--- src/rtl/ctrl_pkg.sv ---
package ctrl_pkg;

  ////////////////////
  // fetch pc source
  ////////////////////

  // gaps in the encoding are left for sources handled elsewhere in the core
  typedef enum logic [2:0] {
    PC_BOOT      = 3'd0,
    PC_JUMP      = 3'd2,
    PC_BRANCH    = 3'd3,
    PC_EXCEPTION = 3'd4,
    PC_ERET      = 3'd5,
    PC_DBG_NPC   = 3'd7
  } pc_mux_e;

  // control-flow kind as reported by the decoder
  typedef enum logic [1:0] {
    BRANCH_NONE = 2'd0,
    BRANCH_JAL  = 2'd1,
    BRANCH_JALR = 2'd2,
    BRANCH_COND = 2'd3
  } branch_e;

  // operand source in the id stage
  typedef enum logic [1:0] {
    SEL_REGFILE = 2'd0,
    SEL_FW_EX   = 2'd1,
    SEL_FW_WB   = 2'd2
  } fw_sel_e;

  ////////////////////
  // controller fsm
  ////////////////////

  typedef enum logic [3:0] {
    RESET,
    BOOT_SET,
    SLEEP,
    FIRST_FETCH,
    DECODE,
    WAIT_JUMP_EX,
    FLUSH_EX,
    FLUSH_WB,
    DBG_SIGNAL,
    DBG_SIGNAL_SLEEP,
    DBG_WAIT,
    DBG_WAIT_BRANCH,
    DBG_WAIT_SLEEP
  } ctrl_state_e;

endpackage

--- src/rtl/hazard_if.sv ---
`timescale 1ns/1ns

interface hazard_if;

  // lsu access and write enables of the later stages
  logic data_req_ex;
  logic regfile_we_ex;
  logic regfile_we_wb;
  logic regfile_alu_we_fw;

  // destination of wb / ex matches source a or b in id
  logic wb_is_a;
  logic wb_is_b;
  logic alu_is_a;
  logic alu_is_b;

  modport src (
    output data_req_ex, regfile_we_ex, regfile_we_wb, regfile_alu_we_fw,
    output wb_is_a, wb_is_b, alu_is_a, alu_is_b
  );

  modport stall (
    input data_req_ex, regfile_we_ex, regfile_we_wb, regfile_alu_we_fw,
    input wb_is_a, alu_is_a, alu_is_b
  );

  modport fwd (
    input regfile_we_wb, regfile_alu_we_fw,
    input wb_is_a, wb_is_b, alu_is_a, alu_is_b
  );

endinterface

--- src/rtl/core_ctrl.sv ---
`timescale 1ns/1ns

module core_ctrl (
  input  logic               clk,
  input  logic               rst_n,
  input  logic               fetch_enable_i,
  output logic               ctrl_busy_o,
  output logic               is_decoding_o,
  // decoder
  output logic               deassert_we_o,
  input  logic               illegal_insn_i,
  input  logic               eret_insn_i,
  input  logic               pipe_flush_i,
  input  logic               instr_valid_i,
  // fetch
  output logic               instr_req_o,
  output logic               pc_set_o,
  output ctrl_pkg::pc_mux_e  pc_mux_o,
  // lsu
  input  logic               data_req_ex_i,
  input  logic               data_load_event_i,
  // control flow
  input  logic               branch_taken_ex_i,
  input  ctrl_pkg::branch_e  jump_in_id_i,
  input  ctrl_pkg::branch_e  jump_in_dec_i,
  // exceptions
  input  logic               exc_req_i,
  input  logic               ext_req_i,
  output logic               exc_ack_o,
  output logic               exc_save_if_o,
  output logic               exc_save_id_o,
  output logic               exc_save_takenbranch_o,
  output logic               exc_restore_id_o,
  // debug
  input  logic               dbg_req_i,
  output logic               dbg_ack_o,
  input  logic               dbg_stall_i,
  input  logic               dbg_jump_req_i,
  // forwarding
  input  logic               regfile_we_ex_i,
  input  logic               regfile_we_wb_i,
  input  logic               regfile_alu_we_fw_i,
  output ctrl_pkg::fw_sel_e  operand_a_fw_mux_sel_o,
  output ctrl_pkg::fw_sel_e  operand_b_fw_mux_sel_o,
  input  logic               reg_d_wb_is_reg_a_i,
  input  logic               reg_d_wb_is_reg_b_i,
  input  logic               reg_d_alu_is_reg_a_i,
  input  logic               reg_d_alu_is_reg_b_i,
  // stalls
  output logic               halt_if_o,
  output logic               halt_id_o,
  output logic               jr_stall_o,
  output logic               load_stall_o,
  input  logic               id_ready_i,
  input  logic               ex_valid_i
);
  import ctrl_pkg::*;

  hazard_if hz_bus ();

  // pipeline flags into the hazard bundle
  assign hz_bus.data_req_ex       = data_req_ex_i;
  assign hz_bus.regfile_we_ex     = regfile_we_ex_i;
  assign hz_bus.regfile_we_wb     = regfile_we_wb_i;
  assign hz_bus.regfile_alu_we_fw = regfile_alu_we_fw_i;
  assign hz_bus.wb_is_a           = reg_d_wb_is_reg_a_i;
  assign hz_bus.wb_is_b           = reg_d_wb_is_reg_b_i;
  assign hz_bus.alu_is_a          = reg_d_alu_is_reg_a_i;
  assign hz_bus.alu_is_b          = reg_d_alu_is_reg_b_i;

  ctrl_fsm i_ctrl_fsm (
    .clk                    (clk),
    .rst_n                  (rst_n),
    .fetch_enable_i         (fetch_enable_i),
    .eret_insn_i            (eret_insn_i),
    .pipe_flush_i           (pipe_flush_i),
    .instr_valid_i          (instr_valid_i),
    .id_ready_i             (id_ready_i),
    .ex_valid_i             (ex_valid_i),
    .branch_taken_ex_i      (branch_taken_ex_i),
    .jump_in_id_i           (jump_in_id_i),
    .jump_in_dec_i          (jump_in_dec_i),
    .exc_req_i              (exc_req_i),
    .ext_req_i              (ext_req_i),
    .dbg_req_i              (dbg_req_i),
    .dbg_stall_i            (dbg_stall_i),
    .dbg_jump_req_i         (dbg_jump_req_i),
    .data_load_event_i      (data_load_event_i),
    .jr_stall_i             (jr_stall_o),
    .instr_req_o            (instr_req_o),
    .ctrl_busy_o            (ctrl_busy_o),
    .is_decoding_o          (is_decoding_o),
    .pc_set_o               (pc_set_o),
    .pc_mux_o               (pc_mux_o),
    .exc_ack_o              (exc_ack_o),
    .exc_save_if_o          (exc_save_if_o),
    .exc_save_id_o          (exc_save_id_o),
    .exc_save_takenbranch_o (exc_save_takenbranch_o),
    .exc_restore_id_o       (exc_restore_id_o),
    .dbg_ack_o              (dbg_ack_o),
    .halt_if_o              (halt_if_o),
    .halt_id_o              (halt_id_o)
  );

  // stall detection runs off the fsm decode flag
  hazard_stall i_hazard_stall (
    .hz             (hz_bus.stall),
    .jump_in_dec_i  (jump_in_dec_i),
    .is_decoding_i  (is_decoding_o),
    .illegal_insn_i (illegal_insn_i),
    .load_stall_o   (load_stall_o),
    .jr_stall_o     (jr_stall_o),
    .deassert_we_o  (deassert_we_o)
  );

  operand_fwd i_operand_fwd (
    .hz                     (hz_bus.fwd),
    .operand_a_fw_mux_sel_o (operand_a_fw_mux_sel_o),
    .operand_b_fw_mux_sel_o (operand_b_fw_mux_sel_o)
  );

endmodule

--- src/rtl/ctrl_fsm.sv ---
`timescale 1ns/1ns

module ctrl_fsm (
  input  logic               clk,
  input  logic               rst_n,
  input  logic               fetch_enable_i,
  input  logic               eret_insn_i,
  input  logic               pipe_flush_i,
  input  logic               instr_valid_i,
  input  logic               id_ready_i,
  input  logic               ex_valid_i,
  input  logic               branch_taken_ex_i,
  input  ctrl_pkg::branch_e  jump_in_id_i,
  input  ctrl_pkg::branch_e  jump_in_dec_i,
  input  logic               exc_req_i,
  input  logic               ext_req_i,
  input  logic               dbg_req_i,
  input  logic               dbg_stall_i,
  input  logic               dbg_jump_req_i,
  input  logic               data_load_event_i,
  input  logic               jr_stall_i,
  output logic               instr_req_o,
  output logic               ctrl_busy_o,
  output logic               is_decoding_o,
  output logic               pc_set_o,
  output ctrl_pkg::pc_mux_e  pc_mux_o,
  output logic               exc_ack_o,
  output logic               exc_save_if_o,
  output logic               exc_save_id_o,
  output logic               exc_save_takenbranch_o,
  output logic               exc_restore_id_o,
  output logic               dbg_ack_o,
  output logic               halt_if_o,
  output logic               halt_id_o
);
  import ctrl_pkg::*;

  ctrl_state_e state_q, state_d;
  logic        jump_done_q, jump_done_d;
  logic        is_jump;

  // unconditional jumps are resolved through WAIT_JUMP_EX
  assign is_jump = (jump_in_dec_i == BRANCH_JAL) || (jump_in_dec_i == BRANCH_JALR);

  ////////////////////
  // next state / outputs
  ////////////////////

  always_comb begin
    // defaults for a core that is running normally
    instr_req_o            = 1'b1;
    ctrl_busy_o            = 1'b1;
    is_decoding_o          = 1'b0;
    pc_set_o               = 1'b0;
    pc_mux_o               = PC_BOOT;
    exc_ack_o              = 1'b0;
    exc_save_if_o          = 1'b0;
    exc_save_id_o          = 1'b0;
    exc_save_takenbranch_o = 1'b0;
    exc_restore_id_o       = 1'b0;
    dbg_ack_o              = 1'b0;
    halt_if_o              = 1'b0;
    halt_id_o              = 1'b0;
    jump_done_d            = jump_done_q;
    state_d                = state_q;

    unique case (state_q)
      // idle until fetch is enabled
      RESET: begin
        instr_req_o = 1'b0;
        ctrl_busy_o = 1'b0;
        if (fetch_enable_i) begin
          state_d = BOOT_SET;
        end else if (dbg_req_i) begin
          // debugger may attach before boot, npc stays unset
          state_d = DBG_SIGNAL;
        end
      end

      // load boot address into fetch
      BOOT_SET: begin
        pc_mux_o = PC_BOOT;
        pc_set_o = 1'b1;
        state_d  = FIRST_FETCH;
      end

      SLEEP: begin
        instr_req_o = 1'b0;
        ctrl_busy_o = 1'b0;
        halt_if_o   = 1'b1;
        halt_id_o   = 1'b1;
        // wake on enable or pending interrupt
        if (dbg_req_i) begin
          state_d = (fetch_enable_i || exc_req_i) ? DBG_SIGNAL : DBG_SIGNAL_SLEEP;
        end else if (fetch_enable_i || exc_req_i) begin
          state_d = FIRST_FETCH;
        end
      end

      // wait for the first instruction to reach id
      FIRST_FETCH: begin
        if (id_ready_i && !dbg_stall_i) begin
          state_d = DECODE;
        end
        // interrupt on wakeup, nothing in id yet
        if (exc_req_i) begin
          pc_mux_o      = PC_EXCEPTION;
          pc_set_o      = 1'b1;
          exc_ack_o     = 1'b1;
          exc_save_if_o = 1'b1;
        end
      end

      DECODE: begin
        if (instr_valid_i && !branch_taken_ex_i) begin
          is_decoding_o = 1'b1;
          if (is_jump) begin
            // hold fetch, target comes from ex next cycle
            halt_if_o = 1'b1;
            if (id_ready_i && !jr_stall_i && !jump_done_q) begin
              state_d = WAIT_JUMP_EX;
            end
          end else if (exc_req_i) begin
            // keep the trapping instruction out of ex
            pc_mux_o      = PC_EXCEPTION;
            pc_set_o      = 1'b1;
            exc_ack_o     = 1'b1;
            halt_id_o     = 1'b1;
            exc_save_id_o = 1'b1;
          end

          // return from exception, applied once per instruction
          if (eret_insn_i) begin
            pc_mux_o         = PC_ERET;
            exc_restore_id_o = 1'b1;
            if (!jump_done_q) begin
              pc_set_o    = 1'b1;
              jump_done_d = 1'b1;
            end
          end

          // wfi, or eret back into sleep
          if (pipe_flush_i || (eret_insn_i && !fetch_enable_i)) begin
            halt_if_o = 1'b1;
            halt_id_o = 1'b1;
            state_d   = FLUSH_EX;
          end else if (dbg_req_i) begin
            halt_if_o = 1'b1;
            // let the id instruction leave first
            if (id_ready_i) begin
              state_d = (jump_in_id_i == BRANCH_COND) ? DBG_WAIT_BRANCH : DBG_SIGNAL;
            end else if (data_load_event_i) begin
              // event load sits in ex, enter debug anyway
              state_d = DBG_SIGNAL;
            end
          end
        end else if (!instr_valid_i && !branch_taken_ex_i && ext_req_i) begin
          // interrupt with an empty id stage
          pc_mux_o      = PC_EXCEPTION;
          pc_set_o      = 1'b1;
          exc_ack_o     = 1'b1;
          halt_id_o     = 1'b1;
          exc_save_if_o = 1'b1;
        end

        // taken branch from ex, id holds a wrong-path instruction
        if (branch_taken_ex_i) begin
          pc_mux_o = PC_BRANCH;
          pc_set_o = 1'b1;
          if (ext_req_i) begin
            pc_mux_o               = PC_EXCEPTION;
            exc_ack_o              = 1'b1;
            halt_id_o              = 1'b1;
            exc_save_takenbranch_o = 1'b1;
          end
          if (dbg_req_i) begin
            state_d = DBG_SIGNAL;
          end
        end
      end

      // jump target now valid in ex
      WAIT_JUMP_EX: begin
        pc_mux_o    = PC_JUMP;
        pc_set_o    = 1'b1;
        jump_done_d = 1'b1;
        state_d     = DECODE;
      end

      // drain ex, then wb
      FLUSH_EX: begin
        halt_if_o = 1'b1;
        halt_id_o = 1'b1;
        if (ex_valid_i) begin
          state_d = FLUSH_WB;
        end
      end

      FLUSH_WB: begin
        halt_if_o = 1'b1;
        halt_id_o = 1'b1;
        if (fetch_enable_i) begin
          if (dbg_req_i) begin
            state_d = DBG_SIGNAL;
          end else begin
            halt_if_o = 1'b0;
            state_d   = DECODE;
          end
        end else begin
          state_d = dbg_req_i ? DBG_SIGNAL_SLEEP : SLEEP;
        end
      end

      // branch in ex resolves before debug entry
      DBG_WAIT_BRANCH: begin
        halt_if_o = 1'b1;
        if (branch_taken_ex_i) begin
          pc_mux_o = PC_BRANCH;
          pc_set_o = 1'b1;
        end
        state_d = DBG_SIGNAL;
      end

      ////////////////////
      // debug handshake
      ////////////////////

      DBG_SIGNAL: begin
        dbg_ack_o = 1'b1;
        halt_if_o = 1'b1;
        state_d   = DBG_WAIT;
      end

      DBG_SIGNAL_SLEEP: begin
        dbg_ack_o = 1'b1;
        halt_if_o = 1'b1;
        state_d   = DBG_WAIT_SLEEP;
      end

      // debugger owns the core, npc may be rewritten
      DBG_WAIT: begin
        halt_if_o = 1'b1;
        if (dbg_jump_req_i) begin
          pc_mux_o = PC_DBG_NPC;
          pc_set_o = 1'b1;
        end
        if (!dbg_stall_i) begin
          state_d = DECODE;
        end
      end

      DBG_WAIT_SLEEP: begin
        halt_if_o = 1'b1;
        if (dbg_jump_req_i) begin
          pc_mux_o = PC_DBG_NPC;
          pc_set_o = 1'b1;
          state_d  = DBG_WAIT;
        end
        if (!dbg_stall_i) begin
          state_d = SLEEP;
        end
      end

      default: begin
        instr_req_o = 1'b0;
        state_d     = RESET;
      end
    endcase
  end

  always_ff @(posedge clk or negedge rst_n) begin
    if (!rst_n) begin
      state_q     <= RESET;
      jump_done_q <= 1'b0;
    end else begin
      state_q     <= state_d;
      // cleared once id accepts the next instruction
      jump_done_q <= jump_done_d & ~id_ready_i;
    end
  end

  // no branch prediction in fetch, so taken branches cannot be adjacent
  a_no_b2b_branch : assert property (@(posedge clk) disable iff (!rst_n)
    branch_taken_ex_i |=> !branch_taken_ex_i)
    else $error("two taken branches back to back");

  a_dbg_ext_excl : assert property (@(posedge clk) disable iff (!rst_n)
    !(dbg_req_i && ext_req_i))
    else $error("debug and interrupt request at once");

endmodule

--- src/rtl/hazard_stall.sv ---
`timescale 1ns/1ns

module hazard_stall (
  hazard_if.stall           hz,
  input  ctrl_pkg::branch_e jump_in_dec_i,
  input  logic              is_decoding_i,
  input  logic              illegal_insn_i,
  output logic              load_stall_o,
  output logic              jr_stall_o,
  output logic              deassert_we_o
);
  import ctrl_pkg::*;

  logic ex_pending_a;
  logic wb_pending_a;

  // a write to operand a is still in flight
  assign ex_pending_a = (hz.regfile_we_ex || hz.regfile_alu_we_fw) && hz.alu_is_a;
  assign wb_pending_a = hz.regfile_we_wb && hz.wb_is_a;

  always_comb begin
    // load in ex feeding an operand of the id instruction
    load_stall_o = hz.data_req_ex && hz.regfile_we_ex && (hz.alu_is_a || hz.alu_is_b);

    // jalr target register not yet written back
    jr_stall_o = (jump_in_dec_i == BRANCH_JALR) && (ex_pending_a || wb_pending_a);

    // no writeback for a stalled, illegal or undecoded instruction
    deassert_we_o = !is_decoding_i || illegal_insn_i || load_stall_o || jr_stall_o;
  end

endmodule

--- src/rtl/operand_fwd.sv ---
`timescale 1ns/1ns

module operand_fwd (
  hazard_if.fwd             hz,
  output ctrl_pkg::fw_sel_e operand_a_fw_mux_sel_o,
  output ctrl_pkg::fw_sel_e operand_b_fw_mux_sel_o
);
  import ctrl_pkg::*;

  // per operand pick, ex result is newer than wb
  function automatic fw_sel_e fw_pick(input logic wb_hit, input logic ex_hit);
    fw_sel_e sel;
    sel = SEL_REGFILE;
    if (wb_hit) begin
      sel = SEL_FW_WB;
    end
    if (ex_hit) begin
      sel = SEL_FW_EX;
    end
    return sel;
  endfunction

  always_comb begin
    operand_a_fw_mux_sel_o = fw_pick(hz.regfile_we_wb && hz.wb_is_a,
                                     hz.regfile_alu_we_fw && hz.alu_is_a);
    operand_b_fw_mux_sel_o = fw_pick(hz.regfile_we_wb && hz.wb_is_b,
                                     hz.regfile_alu_we_fw && hz.alu_is_b);
  end

endmodule
--- config.mk ---
export PLATFORM = sky130hd
export DESIGN_NAME = core_ctrl
export DESIGN_NICKNAME = d
export VERILOG_FILES = /design/src/rtl/ctrl_pkg.sv /design/src/rtl/hazard_if.sv /design/src/rtl/core_ctrl.sv /design/src/rtl/ctrl_fsm.sv /design/src/rtl/hazard_stall.sv /design/src/rtl/operand_fwd.sv
export SDC_FILE = /design/constraint.sdc
export NUM_CORES = 1
export LEC_CHECK = 0
export ABC_AREA = 0
export BUFFER_PORTS_ARGS = -buffer_cell sky130_fd_sc_hd__clkbuf_2
export CAP_MARGIN = 20
export CELL_PAD_IN_SITES_DETAIL_PLACEMENT = 1
export CELL_PAD_IN_SITES_GLOBAL_PLACEMENT = 2
export CORE_MARGIN = 4
export CORE_UTILIZATION = 25
export DETAILED_ROUTE_END_ITERATION = 12
export PLACE_DENSITY = 0.93
export SYNTH_ARGS = -nofsm -noshare
export SYNTH_HDL_FRONTEND = slang
export SYNTH_SLANG_ARGS = --single-unit
--- constraint.sdc ---
create_clock -name clk -period 5.5 [get_ports clk]
set_clock_uncertainty 0.1 [all_clocks]
set_input_delay 1.1 -clock clk [delete_from_list [all_inputs] [get_ports clk]]
set_output_delay 1.1 -clock clk [all_outputs]
set_load 0.1 [all_outputs]
==> results of run 1 <==
[routing by layer]
layer | track usage, % | up-vias
met5 | 0 | -
met2 | 25.1 | 35
li1 | - | 637
met1 | 20.4 | 607
met4 | 4.18 | 0
met3 | 0.710 | 2
[logic make-up after synthesis]
group / count (synthesis) / share of synthesized area [%]
AO/OA/AOI/OAI: 62 / 42.7
AND/OR/NAND/NOR: 59 / 32.9
buffers and inverters: 17 / 9.67
flip-flops: 5 / 12.6
XOR/XNOR: 1 / 0.880
adder cells (fa/ha/maj): 1 / 1.26
[synthesized netlist by cell type, types with 2 or more instances]
cell and instances:
o211a_1 2, o21ai_0 16, o32ai_1 2, dfrtp_1 5, nor2_1 13, and2_1 3, nand2_1 15, inv_1 7
nand3_1 3, o22ai_1 3, clkbuf_1 2, buf_6 4, a211o_1 3, nor2b_1 4, a22oi_1 2, buf_2 2
o21ai_1 4, nor4_1 2, a21oi_1 7, nand2b_1 5, o211ai_1 5, and3_1 3
[through the flow]
| step | hold slack (ps) | worst slack [ps] | area (um^2) | total power (W) | utilization (%) |
|---|---|---|---|---|---|
| final | 586 | 1640 | 1290 | 0.000864 | 34.5 |
| after global routing | 597 | 1470 | 1290 | 0.000912 | 34.5 |
| after CTS | 588 | 1640 | 1290 | 0.000865 | 34.5 |
| after detailed placement | 640 | 1760 | 1250 | 0.000790 | 33.3 |
| after global placement | 633 | 1780 | 1250 | 0.000791 | 33.3 |
| after floorplan | 512 | 631 | 1000 | 0.000697 | - |
[layout make-up]
type / instances / area [um^2] / area share [%]
timing repair buffer: 49 / 245 / 19.0
tap: 48 / 60.1 / 4.65
sequential: 5 / 125 / 9.69
clock buffer: 4 / 45.0 / 3.49
inverter: 9 / 33.8 / 2.62
multi-input combinational: 123 / 782 / 60.6
[power by group through the flow]
stage | clock network [W] | registers [W] | logic, W
after floorplan | 0 | 0.0000630 | 0.000634
after global placement | 0 | 0.000123 | 0.000667
after detailed placement | 0 | 0.000122 | 0.000667
after CTS | 0.0000685 | 0.000122 | 0.000674
after global routing | 0.0000704 | 0.000128 | 0.000713
final | 0.0000675 | 0.000123 | 0.000673
[registers in the layout, indices dropped and copies added, names as in the netlist]
signal                  count
i_ctrl_fsm.state_q          4
i_ctrl_fsm.jump_done_q      1
[layout by cell type (no fill, tap or decap), types with 2 or more instances in the layout]
cell type	n
clkbuf_2	49
o21ai_0	16
nand2_1	15
nor2_1	13
inv_1	7
a21oi_1	7
nand2b_1	5
o211ai_1	5
dfrtp_1	5
nor2b_1	4
o21ai_1	4
o22ai_1	3
and2_1	3
a211o_1	3
and3_1	3
nand3_1	3
clkbuf_8	3
a21boi_1	2
a22oi_1	2
o211a_1	2
nor4_1	2
o32ai_1	2
[how the worst max path moves through the flow]
stage	startpoint	endpoint	slack, ps	depth (start not counted)
after floorplan	jump_in_dec_i[0]	deassert_we_o	630	4
after global placement	jump_in_dec_i[0]	pc_set_o	1780	8
after detailed placement	jump_in_dec_i[0]	pc_set_o	1760	8
after CTS	i_ctrl_fsm.state_q[0]$_DFFE_PN0P_	pc_mux_o[0]	1640	6
after global routing	i_ctrl_fsm.state_q[0]$_DFFE_PN0P_	pc_mux_o[0]	1470	6
final	i_ctrl_fsm.state_q[0]$_DFFE_PN0P_	pc_mux_o[0]	1640	6
==> impl_metrics.ini, run 1 <==
[detailed_routing]
wirelength_mm = 3.82
drt_iter0_drc = 86
dr_wl_met3_um = 153
drc = 0
num_vias = 1281
drt-vias-per-instance = 5.38
wl_met1_mm = 1.73
postRouteAntennaNets = 0
routed.top_layer = met4
dr.pass1.iters = 4
met2_length_mm = 1.92
wl_per_cell_um = 16.0

[worst_setup_path]
cp.required_ps = 4300
reg2reg_to = i_ctrl_fsm.state_q[3]$_DFFE_PN0P_
cp_top_family = buffers and inverters
path_cells = clkinv_1 > o21ai_0 > nand2_1 > o22ai_1 > a22o_1 > clkbuf_2
start_kind = flop
reg2reg_from = i_ctrl_fsm.state_q[0]$_DFFE_PN0P_
cp_slowest_cell = dfrtp_1
worstPathArrival_ps = 2660
critPathMaxStageDelay_ps = 740
path_buf_inv = 2
path_max_fanout = 17
end_kind = output port
rrSetupSlack_ps = 3190
r2r_cells = 5
worstSetupPathType = flop to output port

[power_and_ir_drop]
power_frac_comb_pct = 77.9
p_per_area_mw_per_mm2 = 669
internal_power_w = 0.000262
p_leak_nw = 0.635
clkPwrFrac_pct = 7.8
pwr-share-seq_pct = 14.2
p_sw_share_pct = 69.7
switchingPower_w = 0.000602
irDropWorstVdd_mv = 0.225

[clocking]
cts_setup_buffers = 0
clkTransAtPathRegs_ps = 40
cts_tree = yes
cts_htree_levels = 1
numClockSinks = 5
cts_resized = 0
cts-root-buf = clkbuf_8
clockBufferDepth = 2
cts_buffers = 3
postCtsHoldBufs = 0
insertion_delay_ps = 220

[yosys]
syn_avg_cell_area_um2 = 6.87
synth_ff_type = dfrtp_1
syn_nets = 174
ys_seq_elements = 5
synth_top_area_share_pct = 12.6
syn-instance-count = 145
ys_warn_count = 0
yosys.area.top_type = dfrtp_1
async_reset_ff_share_pct = 100
synth_edf_count = 0
synth.distinct_cells = 55
ys_seq_area_share_pct = 12.6
syn_area_um2 = 996
ys_top_cells_by_area = dfrtp_1 13%, o21ai_0 8.0%, nand2_1 5.7%, nor2_1 4.9%, buf_6 4.5%

[finish]
final_nets = 220
n_antenna_cell = 0
final_cells = 238
syn_to_final_growth_pct = 29.6
drive_gt1_share_pct = 32.1
nFillCells = 511

[sta]
fmax_ghz = 0.259
max_slew_margin_pct = 57.8
finalSetupTns_ps = 0
min_period_ps = 3860
finalSetupViolations = 0
drv_slew = 0
period_share_pct = 70.2
rsz0062_at_grt = false
max_slew.worst_pin.slew_ps = 633
hold_violations = 0

[floorplanning]
die_y_um = 71.1
coreArea_mm2 = 0.00374
fp.dieW_um = 71.1
pin_count = 50
die-area_mm2 = 0.00506
start_util_pct = 26.6
rows = 22

[placement]
gp_congestion = 0.793
dp_hpwl_mm = 3.03
portBuffers = 49
placedCellCount = 234

[global_route]
grt.total_usage_pct = 14.8
grt_pass1_wl_mm = 6.29
antenna_found_initial = 0
grt_pass1_vias = 1271
overflow = 0
grt_max_degree = 19

[job]
drv_cap = 0

[min_path]
min_path_type = primary input to asynchronous set/reset pin

[outcome]
outcome = completed
Note: power is estimated with default switching activity, not from simulation.
==> inputs of run 2 (changes only) <==
--- a/config.mk
+++ b/config.mk
@@ -11,9 +11,9 @@
 export CELL_PAD_IN_SITES_DETAIL_PLACEMENT = 1
 export CELL_PAD_IN_SITES_GLOBAL_PLACEMENT = 2
 export CORE_MARGIN = 4
-export CORE_UTILIZATION = 25
+export CORE_UTILIZATION = 23
 export DETAILED_ROUTE_END_ITERATION = 12
-export PLACE_DENSITY = 0.93
+export PLACE_DENSITY = 0.87
 export SYNTH_ARGS = -nofsm -noshare
 export SYNTH_HDL_FRONTEND = slang
 export SYNTH_SLANG_ARGS = --single-unit
==> constraint.sdc (replaced) <==
create_clock -name clk -period 3.84 [get_ports clk]
set_clock_uncertainty 0.1 [all_clocks]
set_input_delay 0.768 -clock clk [delete_from_list [all_inputs] [get_ports clk]]
set_output_delay 0.768 -clock clk [all_outputs]
set_load 0.1 [all_outputs]
==> run 2 against run 1 <==
Effect of this change: sequential share of layout area decreased by 0.30 points; critical path type unchanged; register-to-register slack worse by 1400 ps; count of clock-buffer cells in the layout unchanged; final cell count is 2.5% higher; utilization fell by 1.9 points; highest routed layer unchanged; worst hold slack lost 330 ps; global-route usage up 0.27 points; worst setup slack got worse by 1000 ps; power increased by 48%; combinational power up 56%; first-iteration DRC count down 26%; critical path depth down 2.
==> impl_metrics.ini, run 2 (synthesis gave the netlist of run 1 again) <==
[finish]
layout_commonest_cell = clkbuf_2
largest_register = i_ctrl_fsm.state_q
final_nets = 224
n_antenna_cell = 0
largest_reg_flops = 4
drive_gt1_share_pct = 34.5
largestRegisters = i_ctrl_fsm.state_q x4, i_ctrl_fsm.jump_done_q x1
layout_common_cells = 49 x clkbuf_2, 16 x o21ai_0, 15 x nand2_1
syn_to_final_growth_pct = 33.8

[worst_setup_path]
end_kind = output port
r2r_cells = 4
start_kind = flop
worstSetupPathType = flop to output port
critPathLaunch = i_ctrl_fsm.state_q[1]$_DFFE_PN0P_
rrSetupSlack_ps = 1780
reg2reg_to = i_ctrl_fsm.state_q[2]$_DFFE_PN0P_
path_max_fanout = 13
worstPathArrival_ps = 2340
cp.required_ps = 2970
endpoint = deassert_we_o
reg2reg_from = i_ctrl_fsm.state_q[1]$_DFFE_PN0P_

[clocking]
numClockSinks = 5
postCtsHoldBufs = 0
cts_htree_levels = 1
cts_tree = yes
cts-root-buf = clkbuf_8
clkTransAtPathRegs_ps = 40
cts_resized = 0
cts_setup_buffers = 0
clockBufferDepth = 2
cts_buffers = 3
insertion_delay_ps = 220

[global_route]
overflow = 0
grt_pass1_vias = 1345
antenna_found_initial = 0
grt_pass1_wl_mm = 6.61
grt.total_usage_pct = 15.1
grt_max_degree = 18

[sta]
rsz0062_at_grt = false
drv_slew = 0
max_slew_margin_pct = 60.3
finalSetupTns_ps = 0
fmax_ghz = 0.312
hold_violations = 0
min_period_ps = 3200
period_share_pct = 83.4
max_slew.worst_pin.slew_ps = 595
hold_slack_ps = 253
finalSetupViolations = 0
fin_ws_ps = 637

[detailed_routing]
drt_iter0_drc = 64
dr.pass1.iters = 4
drt-vias-per-instance = 5.33
drc = 0
postRouteAntennaNets = 0
wl_per_cell_um = 16.5
num_vias = 1300
wirelength_mm = 4.04

[min_path]
min_path_type = primary input to asynchronous set/reset pin

[placement]
portBuffers = 49
gp_congestion = 0.814
dp_hpwl_mm = 3.27
place_ws_ps = 753

[floorplanning]
die_y_um = 73.8
start_util_pct = 24.4
fp.dieW_um = 73.8
rows = 23
die-area_mm2 = 0.00545
coreArea_mm2 = 0.00409
pin_count = 50

[power_and_ir_drop]
irDropWorstVdd_mv = 0.301
p_per_area_mw_per_mm2 = 956
power_w = 0.00127
p_leak_nw = 0.658

[outcome]
outcome = completed

[job]
drv_cap = 0
run 2: power breakdown:
group	switching (W)	internal (W)
sequential	0.0000507	0.0000756
combinational	0.000797	0.000254
clock	0.0000258	0.0000713
total	0.000873	0.000401
run 2: layout make-up:
| type | count | area (um^2) |
|---|---|---|
| fillers | 544 | 2750 |
| well taps | 50 | 62.6 |
| multi-input cells | 123 | 791 |
| repair buffers | 53 | 275 |
| flip-flops and latches | 5 | 125 |
| inverters | 9 | 33.8 |
| clock buffers | 4 | 45.0 |
run 2: per-stage QoR:
stage / cells / util, % / cell area (um^2)
3_3_place_gp: 240 / 31.5 / 1290
3_5_place_dp: 240 / 31.5 / 1290
6_report: 244 / 32.6 / 1330
2_1_floorplan: 145 / - / 1010
5_1_grt: 244 / 32.6 / 1330
4_1_cts: 244 / 32.6 / 1330
run 2: critical path, stage by stage, from the launching register on:
cell and delay [ps]:
dfrtp_1 580, nor4b_4 550, nand2_2 110, or4_1 480
clkbuf_2 380
run 2: worst min path at each step:
stage | to | slack, ps
2_1_floorplan | i_ctrl_fsm.jump_done_q$_DFF_PN0_ | 370
3_3_place_gp | i_ctrl_fsm.jump_done_q$_DFF_PN0_ | 490
3_5_place_dp | i_ctrl_fsm.jump_done_q$_DFF_PN0_ | 490
4_1_cts | i_ctrl_fsm.state_q[1]$_DFFE_PN0P_ | 250
5_1_grt | i_ctrl_fsm.state_q[1]$_DFFE_PN0P_ | 260
6_report | i_ctrl_fsm.state_q[1]$_DFFE_PN0P_ | 250
run 2: metal layers:
layer	up-vias	global-route usage [%]	share of wire [%]	wire length, um
met5	-	0	0	0
met4	0	3.62	0.99	40
met3	4	0.137	3.2	130
met2	28	25.2	49	1970
met1	629	21.5	47	1890
li1	639	-	-	-
==> inputs of run 3 (changes only) <==
==> constraint.sdc (replaced) <==
create_clock -name clk -period 3.3 [get_ports clk]
set_clock_uncertainty 0.1 [all_clocks]
set_input_delay 0.66 -clock clk [delete_from_list [all_inputs] [get_ports clk]]
set_output_delay 0.66 -clock clk [all_outputs]
set_load 0.1 [all_outputs]
==> run 3 against run 2 <==
Effect of this change: worst hold slack worse by 110 ps; combinational power increased by 22%; count of clock-buffer cells in the layout did not move; via count is 0.69% higher; worst setup slack got worse by 350 ps; utilization is 1.5 points higher; critical endpoint unchanged; largest cell class unchanged; highest routed layer unchanged.
==> impl_metrics.ini, run 3 (synthesis gave the netlist of run 1 again) <==
[finish]
largest_register = i_ctrl_fsm.state_q
largestRegisters = i_ctrl_fsm.state_q x4, i_ctrl_fsm.jump_done_q x1
largest_reg_flops = 4
layout_common_cells = 47 x clkbuf_2, 16 x o21ai_0, 15 x nand2_1
final_nets = 227
nFillCells = 529
multiInputGateArea_um2 = 821
syn_to_final_growth_pct = 40.0
n_antenna_cell = 0
seq_area_um2 = 125
fin_area_mm2 = 0.00139
drive_gt1_share_pct = 37.6
layout_commonest_cell = clkbuf_2

[placement]
postPlaceCellArea_mm2 = 0.00135
gp_congestion = 0.798
dp_hpwl_mm = 3.29
portBuffers = 49

[clocking]
cts_htree_levels = 1
cts_tree = yes
insertion_delay_ps = 220
cts_resized = 0
postCtsHoldBufs = 0
cts_buffers = 3
cts-root-buf = clkbuf_8
cts_setup_buffers = 0
clkTransAtPathRegs_ps = 40
clockBufferDepth = 2
numClockSinks = 5

[worst_setup_path]
path_max_fanout = 8
path_cells = nor4b_4 > nand2_2 > or4_1 > clkbuf_2
reg2reg_from = i_ctrl_fsm.state_q[3]$_DFFE_PN0P_
end_kind = output port
rrSetupSlack_ps = 1370
critPathLaunch = i_ctrl_fsm.state_q[0]$_DFFE_PN0P_
worstSetupPathType = flop to output port
path_buf_inv = 1
start_kind = flop
cp_num_cells = 4
cp_slowest_cell = nor4b_4
critPathMaxStageDelay_ps = 520
reg2reg_to = i_ctrl_fsm.state_q[2]$_DFFE_PN0P_
endpoint = deassert_we_o
worstPathArrival_ps = 2260
r2r_cells = 5
cp.required_ps = 2540
cp_top_family = simple AND/OR/NAND/NOR gates

[detailed_routing]
drt_iter0_drc = 70
drt-vias-per-instance = 5.30
postRouteAntennaNets = 0
dr.pass1.iters = 4
wl_per_cell_um = 16.2
drc = 0
wirelength_mm = 4.00
num_vias = 1309

[power_and_ir_drop]
power_w = 0.00152
p_per_area_mw_per_mm2 = 1090
p_leak_nw = 0.680
irDropWorstVdd_mv = 0.549

[sta]
fmax_ghz = 0.332
rsz0062_at_grt = false
min_period_ps = 3020
hold_violations = 0
hold_slack_ps = 141
finalSetupTns_ps = 0
period_share_pct = 91.4
drv_slew = 0
max_slew.worst_pin.slew_ps = 553
finalSetupViolations = 0
max_slew_margin_pct = 63.3

[outcome]
outcome = completed

[global_route]
grt.total_usage_pct = 15.1
grt_max_degree = 18
antenna_found_initial = 0
grt_pass1_vias = 1338
grt_pass1_wl_mm = 6.58
overflow = 0

[min_path]
min_path_type = primary input to asynchronous set/reset pin

[floorplanning]
rows = 23
coreArea_mm2 = 0.00409
die-area_mm2 = 0.00545
die_y_um = 73.8
pin_count = 50
start_util_pct = 24.4
fp.dieW_um = 73.8

[job]
drv_cap = 0
run 3: worst register-to-register path: cells and delay by family (launching register included):
family | cells | cell delay [ps]
AND/OR/NAND/NOR | 1 | 280
buffers and inverters | 1 | 210
flip-flops | 1 | 400
AO/OA/AOI/OAI | 3 | 810
run 3: metal layers:
| metal | track usage (%) | wire, um | up-vias | share of wire [%] |
|---|---|---|---|---|
| met5 | 0 | 0 | - | 0 |
| met4 | 4.83 | 58 | 0 | 1.5 |
| met3 | 0.958 | 148 | 6 | 3.7 |
| met2 | 25.9 | 2020 | 34 | 51 |
| met1 | 20.0 | 1760 | 619 | 44 |
| li1 | - | - | 650 | - |
run 3: area by class of cell:
cell class | count | share of cell area (%)
Clock buffer | 4 | 3.23
Inverter | 9 | 2.69
Multi-Input combinational cell | 123 | 58.9
Sequential cell | 5 | 8.98
Timing Repair Buffer | 56 | 21.7
Tap cell | 50 | 4.49
run 3: worst min path at each step:
stage / start / to / slack, ps / cells after the start
detailed placement: rst_n / i_ctrl_fsm.state_q[0]$_DFFE_PN0P_ / 380 / 1
global route: rst_n / i_ctrl_fsm.jump_done_q$_DFF_PN0_ / 150 / 1
finish: rst_n / i_ctrl_fsm.jump_done_q$_DFF_PN0_ / 140 / 1
floorplan: rst_n / i_ctrl_fsm.jump_done_q$_DFF_PN0_ / 260 / 0
global placement: rst_n / i_ctrl_fsm.state_q[0]$_DFFE_PN0P_ / 370 / 1
CTS: rst_n / i_ctrl_fsm.jump_done_q$_DFF_PN0_ / 140 / 1
run 3: per-stage QoR:
step	cells	util, %	setup WS [ps]
after floorplan	145	-	-689
after global placement	243	33.0	410
after detailed placement	243	33.0	406
after CTS	247	34.1	284
after global routing	247	34.1	175
final	247	34.1	284
run 3: report_power, final:
group | total, W | switching [W] | internal, W
Combinational | 0.00128 | 0.000960 | 0.000324
Sequential | 0.000117 | 0.0000286 | 0.0000887
Clock | 0.000115 | 0.0000316 | 0.0000830
Total | 0.00152 | 0.00102 | 0.000496
